## src/source/lane_pkg.sv

```systemverilog
/*
 * Shared widths, value types and encodings of the vector lane:
 * register and bank addressing, immediate, opcodes and compare conditions
 */

package lane_pkg;

	//////////////////////////////////////////////////////////////////////
	// Widths
	//////////////////////////////////////////////////////////////////////

	localparam int data_width = 32;
	localparam int reg_index_width = 4;	// 16 registers over two banks
	localparam int bank_addr_width = reg_index_width - 1;
	localparam int bank_depth = 1 << bank_addr_width;
	localparam int imm_width = 16;
	localparam int shift_width = 5;	// Low bits of source 2 used by shl

	//////////////////////////////////////////////////////////////////////
	// Value types
	//////////////////////////////////////////////////////////////////////

	typedef logic [data_width-1:0] data_t;

	// Bit 0 picks the bank, odd when set
	typedef logic [reg_index_width-1:0] reg_index_t;

	typedef logic [bank_addr_width-1:0] bank_addr_t;

	typedef logic signed [imm_width-1:0] imm_t;

	//////////////////////////////////////////////////////////////////////
	// Encodings
	//////////////////////////////////////////////////////////////////////

	typedef enum logic [2:0] {
		op_add = 3'd0,
		op_sub = 3'd1,
		op_and = 3'd2,
		op_or = 3'd3,
		op_xor = 3'd4,
		op_shl = 3'd5,
		op_load_imm = 3'd6,
		op_compare = 3'd7	// Writes only the mask
	} opcode_t;

	typedef enum logic [1:0] {
		cond_eq = 2'd0,
		cond_ne = 2'd1,
		cond_lt = 2'd2,	// Signed
		cond_ge = 2'd3
	} cond_t;

endpackage

```

## src/source/lane_register_bank.sv

```systemverilog
/*
 * One register bank of the lane, eight words deep,
 * two combinational read ports and one synchronous write port
 */

module lane_register_bank (
	input logic clock,
	input logic reset,
	input logic write_enable,
	input lane_pkg::bank_addr_t write_addr,
	input lane_pkg::data_t write_data,
	input lane_pkg::bank_addr_t read_addr_a,
	input lane_pkg::bank_addr_t read_addr_b,
	output lane_pkg::data_t read_data_a,
	output lane_pkg::data_t read_data_b
);

	lane_pkg::data_t regs [lane_pkg::bank_depth];

	always_ff @(posedge clock) begin
		if (reset) begin
			regs <= '{default: '0};
		end
		else if (write_enable) begin
			regs[write_addr] <= write_data;
		end
	end

	// Old value on a same-cycle write, forwarding covers it
	assign read_data_a = regs[read_addr_a];
	assign read_data_b = regs[read_addr_b];

endmodule

```

## src/source/lane_operand_read.sv

```systemverilog
/*
 * Command capture, bank read routing, operand selection with
 * forwarding from execute and result stages, and the operand register
 */

module lane_operand_read (
	input logic clock,
	input logic reset,
	input logic enable,
	input logic command_valid,
	input lane_pkg::opcode_t opcode,
	input lane_pkg::cond_t cond,
	input logic masked,
	input lane_pkg::reg_index_t dst,
	input lane_pkg::reg_index_t src1,
	input lane_pkg::reg_index_t src2,
	input lane_pkg::imm_t immediate,
	output lane_pkg::bank_addr_t even_read_addr_a,
	output lane_pkg::bank_addr_t even_read_addr_b,
	output lane_pkg::bank_addr_t odd_read_addr_a,
	output lane_pkg::bank_addr_t odd_read_addr_b,
	input lane_pkg::data_t even_data_a,
	input lane_pkg::data_t even_data_b,
	input lane_pkg::data_t odd_data_a,
	input lane_pkg::data_t odd_data_b,
	input logic exec_fwd_write,
	input lane_pkg::reg_index_t exec_fwd_index,
	input lane_pkg::data_t exec_fwd_data,
	input logic result_write,
	input lane_pkg::reg_index_t result_fwd_index,
	input lane_pkg::data_t result_fwd_data,
	output logic operand_valid,
	output lane_pkg::opcode_t operand_opcode,
	output lane_pkg::cond_t operand_cond,
	output logic operand_masked,
	output lane_pkg::reg_index_t operand_dst,
	output lane_pkg::data_t operand_a,
	output lane_pkg::data_t operand_b
);

	logic cap_valid;
	lane_pkg::opcode_t cap_opcode;
	lane_pkg::cond_t cap_cond;
	logic cap_masked;
	lane_pkg::reg_index_t cap_dst;
	lane_pkg::reg_index_t cap_src1;
	lane_pkg::reg_index_t cap_src2;
	lane_pkg::imm_t cap_immediate;

	lane_pkg::data_t bank_a;
	lane_pkg::data_t bank_b;
	lane_pkg::data_t src1_data;
	lane_pkg::data_t src2_data;
	lane_pkg::data_t imm_extended;

	//////////////////////////////////////////////////////////////////////
	// Capture stage
	//////////////////////////////////////////////////////////////////////

	always_ff @(posedge clock) begin
		if (reset) begin
			cap_valid <= 1'b0;
			cap_opcode <= lane_pkg::op_add;
			cap_cond <= lane_pkg::cond_eq;
			cap_masked <= 1'b0;
			cap_dst <= '0;
			cap_src1 <= '0;
			cap_src2 <= '0;
			cap_immediate <= '0;
		end
		else if (enable) begin
			cap_valid <= command_valid;
			cap_opcode <= opcode;
			cap_cond <= cond;
			cap_masked <= masked;
			cap_dst <= dst;
			cap_src1 <= src1;
			cap_src2 <= src2;
			cap_immediate <= immediate;
		end
	end

	// Source 1 on port a, source 2 on port b of both banks
	assign even_read_addr_a = cap_src1[lane_pkg::reg_index_width-1:1];
	assign odd_read_addr_a = cap_src1[lane_pkg::reg_index_width-1:1];
	assign even_read_addr_b = cap_src2[lane_pkg::reg_index_width-1:1];
	assign odd_read_addr_b = cap_src2[lane_pkg::reg_index_width-1:1];

	assign bank_a = cap_src1[0] ? odd_data_a : even_data_a;
	assign bank_b = cap_src2[0] ? odd_data_b : even_data_b;

	// Youngest producer first
	assign src1_data = (exec_fwd_write && exec_fwd_index == cap_src1) ? exec_fwd_data :
		(result_write && result_fwd_index == cap_src1) ? result_fwd_data : bank_a;
	assign src2_data = (exec_fwd_write && exec_fwd_index == cap_src2) ? exec_fwd_data :
		(result_write && result_fwd_index == cap_src2) ? result_fwd_data : bank_b;

	assign imm_extended = {{(lane_pkg::data_width - lane_pkg::imm_width){
		cap_immediate[lane_pkg::imm_width-1]}}, cap_immediate};

	//////////////////////////////////////////////////////////////////////
	// Operand register
	//////////////////////////////////////////////////////////////////////

	always_ff @(posedge clock) begin
		if (reset) begin
			operand_valid <= 1'b0;
			operand_opcode <= lane_pkg::op_add;
			operand_cond <= lane_pkg::cond_eq;
			operand_masked <= 1'b0;
			operand_dst <= '0;
			operand_a <= '0;
			operand_b <= '0;
		end
		else if (enable) begin
			operand_valid <= cap_valid;
			operand_opcode <= cap_opcode;
			operand_cond <= cap_cond;
			operand_masked <= cap_masked;
			operand_dst <= cap_dst;
			operand_a <= src1_data;
			operand_b <= (cap_opcode == lane_pkg::op_load_imm) ? imm_extended : src2_data;
		end
	end

endmodule

```

## src/source/lane_mask_unit.sv

```systemverilog
/*
 * Signed compare conditions and the lane mask register
 */

module lane_mask_unit (
	input logic clock,
	input logic reset,
	input logic enable,
	input logic update,
	input lane_pkg::cond_t cond,
	input lane_pkg::data_t operand_a,
	input lane_pkg::data_t operand_b,
	output logic mask
);

	logic signed [lane_pkg::data_width-1:0] a_signed;
	logic signed [lane_pkg::data_width-1:0] b_signed;
	logic cond_true;

	assign a_signed = operand_a;
	assign b_signed = operand_b;

	always_comb begin
		case (cond)
			lane_pkg::cond_eq: cond_true = (a_signed == b_signed);
			lane_pkg::cond_ne: cond_true = (a_signed != b_signed);
			lane_pkg::cond_lt: cond_true = (a_signed < b_signed);
			lane_pkg::cond_ge: cond_true = (a_signed >= b_signed);
			default: cond_true = 1'b1;
		endcase
	end

	// All lanes active out of reset
	always_ff @(posedge clock) begin
		if (reset) begin
			mask <= 1'b1;
		end
		else if (update && enable) begin
			mask <= cond_true;
		end
	end

endmodule

```

## src/source/lane_exec_unit.sv

```systemverilog
/*
 * Arithmetic unit, write decision under the mask, and the result
 * register that feeds forwarding and the bank write port
 */

module lane_exec_unit (
	input logic clock,
	input logic reset,
	input logic enable,
	input logic operand_valid,
	input lane_pkg::opcode_t operand_opcode,
	input lane_pkg::cond_t operand_cond,
	input logic operand_masked,
	input lane_pkg::reg_index_t operand_dst,
	input lane_pkg::data_t operand_a,
	input lane_pkg::data_t operand_b,
	output logic exec_fwd_write,
	output lane_pkg::reg_index_t exec_fwd_index,
	output lane_pkg::data_t exec_fwd_data,
	output logic result_valid,
	output lane_pkg::reg_index_t result_index,
	output lane_pkg::data_t result_data,
	output logic even_write_enable,
	output logic odd_write_enable,
	output lane_pkg::bank_addr_t write_addr,
	output logic mask
);

	lane_pkg::data_t alu_result;
	logic is_compare;
	logic result_write;

	//////////////////////////////////////////////////////////////////////
	// Arithmetic
	//////////////////////////////////////////////////////////////////////

	always_comb begin
		case (operand_opcode)
			lane_pkg::op_add: alu_result = operand_a + operand_b;
			lane_pkg::op_sub: alu_result = operand_a - operand_b;
			lane_pkg::op_and: alu_result = operand_a & operand_b;
			lane_pkg::op_or: alu_result = operand_a | operand_b;
			lane_pkg::op_xor: alu_result = operand_a ^ operand_b;
			lane_pkg::op_shl: alu_result = operand_a << operand_b[lane_pkg::shift_width-1:0];
			lane_pkg::op_load_imm: alu_result = operand_b;	// Extended upstream
			default: alu_result = '0;
		endcase
	end

	assign is_compare = (operand_opcode == lane_pkg::op_compare);

	lane_mask_unit mask_unit (
		.clock(clock),
		.reset(reset),
		.enable(enable),
		.update(operand_valid & is_compare),
		.cond(operand_cond),
		.operand_a(operand_a),
		.operand_b(operand_b),
		.mask(mask)
	);

	// Masked commands drop out while the mask is low
	assign exec_fwd_write = operand_valid && !is_compare && !(operand_masked && !mask);
	assign exec_fwd_index = operand_dst;
	assign exec_fwd_data = alu_result;

	//////////////////////////////////////////////////////////////////////
	// Result register and write-back
	//////////////////////////////////////////////////////////////////////

	always_ff @(posedge clock) begin
		if (reset) begin
			result_write <= 1'b0;
			result_index <= '0;
			result_data <= '0;
		end
		else if (enable) begin
			result_write <= exec_fwd_write;
			result_index <= operand_dst;
			result_data <= alu_result;
		end
	end

	assign result_valid = result_write & enable;
	assign even_write_enable = result_valid & ~result_index[0];
	assign odd_write_enable = result_valid & result_index[0];
	assign write_addr = result_index[lane_pkg::reg_index_width-1:1];

endmodule

```

## src/source/lane_unit.sv

```systemverilog
/*
 * Top level of the lane: even and odd register banks,
 * operand read stage and execution stage
 */

module lane_unit (
	input logic clock,
	input logic reset,
	input logic command_valid,
	input lane_pkg::opcode_t opcode,
	input lane_pkg::cond_t cond,
	input logic masked,
	input lane_pkg::reg_index_t dst,
	input lane_pkg::reg_index_t src1,
	input lane_pkg::reg_index_t src2,
	input lane_pkg::imm_t immediate,
	input logic enable,
	output logic result_valid,
	output lane_pkg::reg_index_t result_index,
	output lane_pkg::data_t result_data,
	output logic mask
);

	lane_pkg::bank_addr_t even_read_addr_a;
	lane_pkg::bank_addr_t even_read_addr_b;
	lane_pkg::bank_addr_t odd_read_addr_a;
	lane_pkg::bank_addr_t odd_read_addr_b;
	lane_pkg::data_t even_data_a;
	lane_pkg::data_t even_data_b;
	lane_pkg::data_t odd_data_a;
	lane_pkg::data_t odd_data_b;

	logic exec_fwd_write;
	lane_pkg::reg_index_t exec_fwd_index;
	lane_pkg::data_t exec_fwd_data;

	logic operand_valid;
	lane_pkg::opcode_t operand_opcode;
	lane_pkg::cond_t operand_cond;
	logic operand_masked;
	lane_pkg::reg_index_t operand_dst;
	lane_pkg::data_t operand_a;
	lane_pkg::data_t operand_b;

	logic even_write_enable;
	logic odd_write_enable;
	lane_pkg::bank_addr_t write_addr;

	lane_register_bank bank_even (
		.clock(clock),
		.reset(reset),
		.write_enable(even_write_enable),
		.write_addr(write_addr),
		.write_data(result_data),
		.read_addr_a(even_read_addr_a),
		.read_addr_b(even_read_addr_b),
		.read_data_a(even_data_a),
		.read_data_b(even_data_b)
	);

	lane_register_bank bank_odd (
		.clock(clock),
		.reset(reset),
		.write_enable(odd_write_enable),
		.write_addr(write_addr),
		.write_data(result_data),
		.read_addr_a(odd_read_addr_a),
		.read_addr_b(odd_read_addr_b),
		.read_data_a(odd_data_a),
		.read_data_b(odd_data_b)
	);

	lane_operand_read operand_read (
		.clock(clock),
		.reset(reset),
		.enable(enable),
		.command_valid(command_valid),
		.opcode(opcode),
		.cond(cond),
		.masked(masked),
		.dst(dst),
		.src1(src1),
		.src2(src2),
		.immediate(immediate),
		.even_read_addr_a(even_read_addr_a),
		.even_read_addr_b(even_read_addr_b),
		.odd_read_addr_a(odd_read_addr_a),
		.odd_read_addr_b(odd_read_addr_b),
		.even_data_a(even_data_a),
		.even_data_b(even_data_b),
		.odd_data_a(odd_data_a),
		.odd_data_b(odd_data_b),
		.exec_fwd_write(exec_fwd_write),
		.exec_fwd_index(exec_fwd_index),
		.exec_fwd_data(exec_fwd_data),
		.result_write(result_valid),	// Write flag, qualified by enable
		.result_fwd_index(result_index),
		.result_fwd_data(result_data),
		.operand_valid(operand_valid),
		.operand_opcode(operand_opcode),
		.operand_cond(operand_cond),
		.operand_masked(operand_masked),
		.operand_dst(operand_dst),
		.operand_a(operand_a),
		.operand_b(operand_b)
	);

	lane_exec_unit exec_unit (
		.clock(clock),
		.reset(reset),
		.enable(enable),
		.operand_valid(operand_valid),
		.operand_opcode(operand_opcode),
		.operand_cond(operand_cond),
		.operand_masked(operand_masked),
		.operand_dst(operand_dst),
		.operand_a(operand_a),
		.operand_b(operand_b),
		.exec_fwd_write(exec_fwd_write),
		.exec_fwd_index(exec_fwd_index),
		.exec_fwd_data(exec_fwd_data),
		.result_valid(result_valid),
		.result_index(result_index),
		.result_data(result_data),
		.even_write_enable(even_write_enable),
		.odd_write_enable(odd_write_enable),
		.write_addr(write_addr),
		.mask(mask)
	);

endmodule

```

## config.mk

```make
export PLATFORM = sky130hd
export DESIGN_NAME = lane_unit
export DESIGN_NICKNAME = d
export VERILOG_FILES = /design/src/source/lane_pkg.sv /design/src/source/lane_register_bank.sv /design/src/source/lane_operand_read.sv /design/src/source/lane_mask_unit.sv /design/src/source/lane_exec_unit.sv /design/src/source/lane_unit.sv
export SDC_FILE = /design/constraint.sdc
export NUM_CORES = 2
export LEC_CHECK = 0
export ABC_AREA = 1
export BUFFER_PORTS_ARGS = -buffer_cell sky130_fd_sc_hd__buf_2
export CORE_UTILIZATION = 35
export CTS_BUF_LIST = sky130_fd_sc_hd__clkbuf_8 sky130_fd_sc_hd__clkbuf_16
export DETAILED_ROUTE_END_ITERATION = 10
export RECOVER_POWER = 100
export SLEW_MARGIN = 10
export SYNTH_ARGS = -nofsm -noshare
export SYNTH_HDL_FRONTEND = slang
export SYNTH_SLANG_ARGS = --single-unit
```

## constraint.sdc

```tcl
create_clock -name clock -period 5.1 [get_ports clock]
set_clock_uncertainty 0.05 [all_clocks]
set_input_delay 0.765 -clock clock [delete_from_list [all_inputs] [get_ports clock]]
set_output_delay 0.765 -clock clock [all_outputs]
set_load 0.01 [all_outputs]
```

### Yosys cells after proc, flatten, opt, wreduce, memory -nomap -nowiden

Index checks and enable logic that the tools add are counted.
W data, S select, Z words.

| word-level totals | value |
|---|---|
| word-level logic and storage cells | 111 |
| output and inout port bits | 38 |
| register bits | 660 |
| input bits | 38 |

| cells by class | value |
|---|---|
| order comparisons | 6 |
| shift operators | 1 |
| bitwise logic cells | 11 |
| reduce and logical (&&, ||, !) cells | 14 |
| equal/unequal tests | 17 |
| add/sub/neg operators | 2 |
| mux-type cells | 25 |

Operators by type and width:

| kind | count |
|---|---|
| $bwmux W256 | 2 |
| $mux W32 | 16 |
| $bmux W32 S3 | 4 |
| $pmux W32 S7 | 1 |
| $demux W32 S3 | 1 |
| $add A32 B32 Y32 | 1 |
| $and A32 B32 Y32 | 1 |
| $eq A32 B32 Y1 | 1 |
| $ge A32 B32 Y1 | 1 |
| $lt A32 B32 Y1 | 1 |
| $ne A32 B32 Y1 | 1 |
| $or A32 B32 Y32 | 1 |
| $shl A32 B5 Y32 | 1 |
| $sub A32 B32 Y32 | 1 |
| $xor A32 B32 Y32 | 1 |
| $eq A4 B4 Y1 | 4 |
| $eq A3 B3 Y1 const B | 5 |
| $ge A4 B4 Y1 const B | 3 |
| $not A3 Y4 | 3 |
| $logic_and A1 B1 Y1 | 9 |
| $eq A3 B2 Y1 const B | 2 |
| $and A1 B1 Y1 | 4 |
| $eq A2 B2 Y1 const B | 2 |
| $lt A4 B1 Y1 const B | 1 |
| 7 further kinds | 9 |

### Logic depth before layout (Yosys ltp)

| logic depth | value |
|---|---|
| word-level depth | 8 |
| depth in mapped cells | 20 |
| mapped depth without buffers | 19 |

### Hierarchy

From an unflattened synthesis, not the netlist that was laid out.

| second synthesis, totals | value |
|---|---|
| cells, all modules | 7932 |
| area total of the unflattened synthesis | 45682.6 um^2 |

Modules (own cells, without submodules):

| module | times used | cells each | seq. area each (um^2) | area each (um^2) |
|---|---|---|---|---|
| lane_register_bank | 2 | 2574 | 5124.9 | 14769.2 |
| lane_exec_unit | 1 | 1497 | 740.7 | 8282.9 |
| lane_operand_read | 1 | 1131 | 2202.1 | 6909.1 |
| lane_mask_unit | 1 | 156 | 20.0 | 952.2 |

### Worst setup path after synthesis

Ideal clock, no wire load.

| timing path | value |
|---|---|
| path kind | register -> register |
| start point | register operand_read.operand_b[2] |
| end point | register exec_unit.result_data[31] |
| required time | 4.937 ns |
| period minus slack after synthesis | 2.409 ns |
| path buffers | 2 |
| arrival time | 2.246 ns |
| path slack | 2.691 ns |
| cell stages (with the launch flop) | 19 |
| library setup time | 0.113 ns |
| path through | dfxtp_1 > clkinv_1 > clkbuf_1 > ha_1 > buf_2 > nor2_1 > nand2_1 > nand2_1 > nand2_1 > nand2_1 > nand2_1 > nand2_1 > nand2_1 > nand2_1 > nand2_1 > nand3_1 > nand3_1 > o21ai_1 > inv_1 |

| between the ends | value |
|---|---|
| longest elaborated chain between the ends | 2 |
| elaborated cells on any way between the ends | 4 |
| those cells by class | add/sub: 2; shift: 1; mux: 1 |

RTL lines:

| element | line | text |
|---|---|---|
| from (decl) | lane_operand_read.sv:38 | `output lane_pkg::data_t operand_b` |
| from (signal assigned) | lane_operand_read.sv:122 | `operand_b <= (cap_opcode == lane_pkg::op_load_imm) ? imm_extended : src2_data;` |
| $sub A32 B32 Y32, or another cell as far along | lane_exec_unit.sv:40 | `lane_pkg::op_sub: alu_result = operand_a - operand_b;` |
| $pmux W32 S7 (*) | lane_exec_unit.sv:38 | `case (operand_opcode)` |
| to (signal assigned) | lane_exec_unit.sv:81 | `result_data <= alu_result;` |
| to (decl) | lane_exec_unit.sv:22 | `output lane_pkg::data_t result_data,` |

Every way passes the cells marked *; elsewhere a longest branch is shown, timed or not.
A chain may end at the register's enable or synchronous reset.

### Worst setup path after layout

| timing path | value |
|---|---|
| start point | register operand_read.cap_src1[2] |
| end point | register operand_read.operand_a[29] |

| between the ends | value |
|---|---|
| longest elaborated chain between the ends | 7 |
| elaborated cells on any way between the ends | 14 |
| those cells by class | eq/ne: 2; mux: 9; bitwise: 1; reduce/logical: 2 |

RTL lines:

| element | line | text |
|---|---|---|
| from (decl) | lane_operand_read.sv:46 | `lane_pkg::reg_index_t cap_src1;` |
| from (signal assigned) | lane_operand_read.sv:77 | `cap_src1 <= src1;` |
| $not A3 Y4 (implied by the code) | lane_register_bank.sv:30 | `assign read_data_a = regs[read_addr_a];` |
| $bmux W32 S3 | lane_register_bank.sv:30 |  |
| $mux W32 (implied by the code) (2 in a row) | lane_register_bank.sv:30 |  |
| $mux W32 | lane_operand_read.sv:89 | `assign bank_a = cap_src1[0] ? odd_data_a : even_data_a;` |
| $mux W32 | lane_operand_read.sv:94 | `(result_write && result_fwd_index == cap_src1) ? result_fwd_data : bank_a;` |
| $mux W32 (*) | lane_operand_read.sv:93 | `assign src1_data = (exec_fwd_write && exec_fwd_index == cap_src1) ? exec_fwd_data :` |
| to (signal assigned) | lane_operand_read.sv:121 | `operand_a <= src1_data;` |
| to (decl) | lane_operand_read.sv:37 | `output lane_pkg::data_t operand_a,` |

Every way passes the cells marked *; elsewhere a longest branch is shown, timed or not. The select of a mux whose other input is x is not followed.

==> impl_metrics.yaml <==
detailed_routing:
  drtIter0Drc: 6189
  firstDrtPassIters: 7
  viasPerCell: 5.90
  vias: 44900
  wl_per_cell_um: 22.5
  routed_wirelength_um: 171000
  antenna_left: 0
  drc: 0
sta:
  clock.fmax_ghz: 0.229
  hold_violations: 0
  max-slew-margin-rel_pct: -89.1
  post-route-min-period_ns: 4.38
  setup-violations-final: 0
  tightest_slew_ns: 2.83
  fin_setup_tns_ns: 0
  slew_violations: 718
  hold_ws_ns: 0.292
  rsz0062_at_grt: "no"
  period_share_pct: 85.8
synthesis:
  synth_nets: 6509
  synth_top_family_by_area: "compound AO/OA/AOI/OAI gates"
  synth_seq_cells: 660
  synth_edf_count: 0
  synthAdderAreaFrac_pct: 3.42
  synth_mux_area_share_pct: 0
  synth_xor_area_share_pct: 0.172
  dominantRegCellSynth: "dfxtp_1"
  synthArstFlopShare_pct: 0
  synthCells: 6361
  avgSynthCellArea_um2: 6.40
  synth_warnings: 0
  synth-compound-area-share_pct: 29.5
  ys_types: 48
  synth_simple_gate_area_share_pct: 24.1
  netlist_area_mm2: 0.0407
  ys_seq_area_share_pct: 32.4
floorplanning:
  dieArea_mm2: 0.118
  fp.dieH_um: 343
  start_util_pct: 35.5
  fp.coreArea_mm2: 0.115
  io_pins: 76
  fp.dieW_um: 343
  num_rows: 124
global_route:
  antenna_found_initial: 4
  grt_pass1_vias: 40600
  grt_pass1_wl_um: 257000
  overflow: 0
  grt_max_degree: 213
  grtUsageTotal_pct: 28.0
setup_path:
  worstPathMaxFanout: 49
  cpMostUsedCell: "nand2_1"
  path_delay_family: "simple AND/OR/NAND/NOR gates"
  start_kind: "register"
  cp.required_ns: 5.57
  path_buf_inv: 1
  crit_chain: "nand2_1, a221oi_1, nand2_1, inv_1, nand2_1, a31oi_1, a21oi_1"
  arrival_ns: 4.85
  r2r_slack_ns: 0.72
  cp_slowest_stage_delay_ns: 1.11
  cp-end-kind: "register"
  critical_path.slowest_cell: "dfxtp_2"
  crit_type: "reg -> reg"
cts:
  ctsHoldBuffers: 0
  cts.clk_slew.worst_paths_ns: 0.06
  cts.sinks: 660
  clk_latency_ns: 0.65
  cts.path.max_buffers: 3
  post_cts.resized_instances: 0
  cts_root_buffer: "clkbuf_16"
  cts_tree: "built"
  cts_setup_buffers: 0
  h-tree-depth: 3
  cts_made_buffers: 76
placement:
  gp_congestion: 1.03
  hpwl_um: 108000
  placed_area_mm2: 0.0413
  io_buffer_count: 75
pwr:
  p_leak_nw: 17.8
  irDropWorstVdd_uv: 208
  power_density_mw_per_mm2: 329
layout:
  areaGrowthSynthToFinish_pct: 7.52
  drive_above_1_share_pct: 4.49
  nets: 6187
  n_antenna_cell: 0
  design_area_mm2: 0.0438
worst_hold_path:
  min_path_type: "in -> reg"
outcome:
  violations: "capacitance limit, slew limit"
  status: "complete, but fails checks"
flow_run:
  maxCapViolCount: 15
[flip-flops by register name, indices dropped and copies added, names as in the netlist]
signal,flops
bank_even.regs,256
bank_odd.regs,256
exec_unit.result_data,32
operand_read.operand_a,32
operand_read.operand_b,32
operand_read.cap_immediate,16
exec_unit.result_index,4
operand_read.cap_dst,4
operand_read.cap_src1,4
operand_read.cap_src2,4
operand_read.operand_dst,4
operand_read.cap_opcode,3
operand_read.operand_opcode,3
operand_read.cap_cond,2
operand_read.operand_cond,2
exec_unit.mask_unit.mask,1
exec_unit.result_write,1
operand_read.cap_masked,1
operand_read.cap_valid,1
operand_read.operand_masked,1
operand_read.operand_valid,1
[tightest hold or removal path: cells and delay by family]
| family | cells | cell delay, ns |
|---|---|---|
| AND/OR/NAND/NOR | 2 | 0.11 |
| buffers and inverters | 1 | 0.07 |
[cells by family (layout without fill, tap and decap cells)]
logic type      Yosys count  after routing
xor+xnor                  8              8
flops                   660            660
buf+inv                1016            755
fa+ha+maj               110            110
compound gates         2217           2217
simple gates           2350           2350
[layout by cell type (no fill, tap or decap), types with 16 or more instances in the layout]
master     netlist  routed
dfxtp_1        660     651
nor2_1         653     661
inv_2           20      16
clkbuf_8         0      18
clkinv_1        35      35
a21oi_1        792     792
o22ai_1         44      44
o221ai_1       103     103
clkbuf_1       314      48
nand3_1        573     571
clkbuf_16        0      77
o21ai_0       1056    1075
nor3_1          19      19
buf_4           29      38
buf_2          162      36
o211ai_1       109     109
nand2_1       1026    1026
inv_1          417     433
a31oi_1         38      38
nand4_1         32      32
ha_1           108     108
[cell usage after synthesis, drive strengths merged (24+ instances only)]
library cell	instances	area, um2
nand2	1029	3870
nand3	576	2900
dfxtp	660	13200
clkbuf	320	1210
o21ai	1089	5450
nor3	24	151
o22ai	44	275
clkinv	35	131
a31oi	38	238
buf	223	1230
a21oi	792	3960
ha	108	1350
inv	438	1650
nand4	32	200
nor2	672	2580
o221ai	103	902
o211ai	109	818
[metal layers]
metal / vias to the layer above / GRT usage (%) / share of wire [%]
met5: - / 0 / 0.032
met4: 8 / 10.3 / 3.8
met3: 382 / 5.26 / 11
met2: 2453 / 41.9 / 43
met1: 21100 / 39.6 / 43
li1: 21000 / - / -
[where the power goes]
part,internal [mW],switching [mW]
sequential,5.28,0.216
combinational,0.823,2.30
clock,3.39,2.41
[worst paths after layout]
check,from,endpoint,depth (start not counted)
setup reg to reg,operand_read.cap_src1[2]$_SDFFE_PP0P_,operand_read.operand_a[29]$_SDFFE_PP0P_,7
hold reg to reg,operand_read.cap_dst[2]$_SDFFE_PP0P_,operand_read.operand_dst[2]$_SDFFE_PP0P_,2
setup / recovery,operand_read.cap_src1[2]$_SDFFE_PP0P_,operand_read.operand_a[29]$_SDFFE_PP0P_,7
hold / removal,immediate[15],operand_read.cap_immediate[15]$_SDFFE_PP0P_,3
[cell type report]
type | instances | area [um2]
inverters | 473 | 1800
flip-flops and latches | 660 | 13200
well taps | 1512 | 1890
multi-input cells | 4685 | 23300
clock inverters | 44 | 462
fillers | 12300 | 71000
clock buffers | 95 | 2170
repair buffers | 143 | 916
[through the flow]
step                      setup slack, ns  utilization [%]  std cells  power, mW
final                               0.724             38.1       7612       14.4
after global routing                0.669             38.1       7612       14.9
after CTS                            1.68             38.3       7612       14.4
after detailed placement             1.68             36.0       7473       8.63
after global placement               1.68             36.0       7473       8.62
after floorplan                      2.69                -       6361       7.58
(Power assumes the default switching activity.)
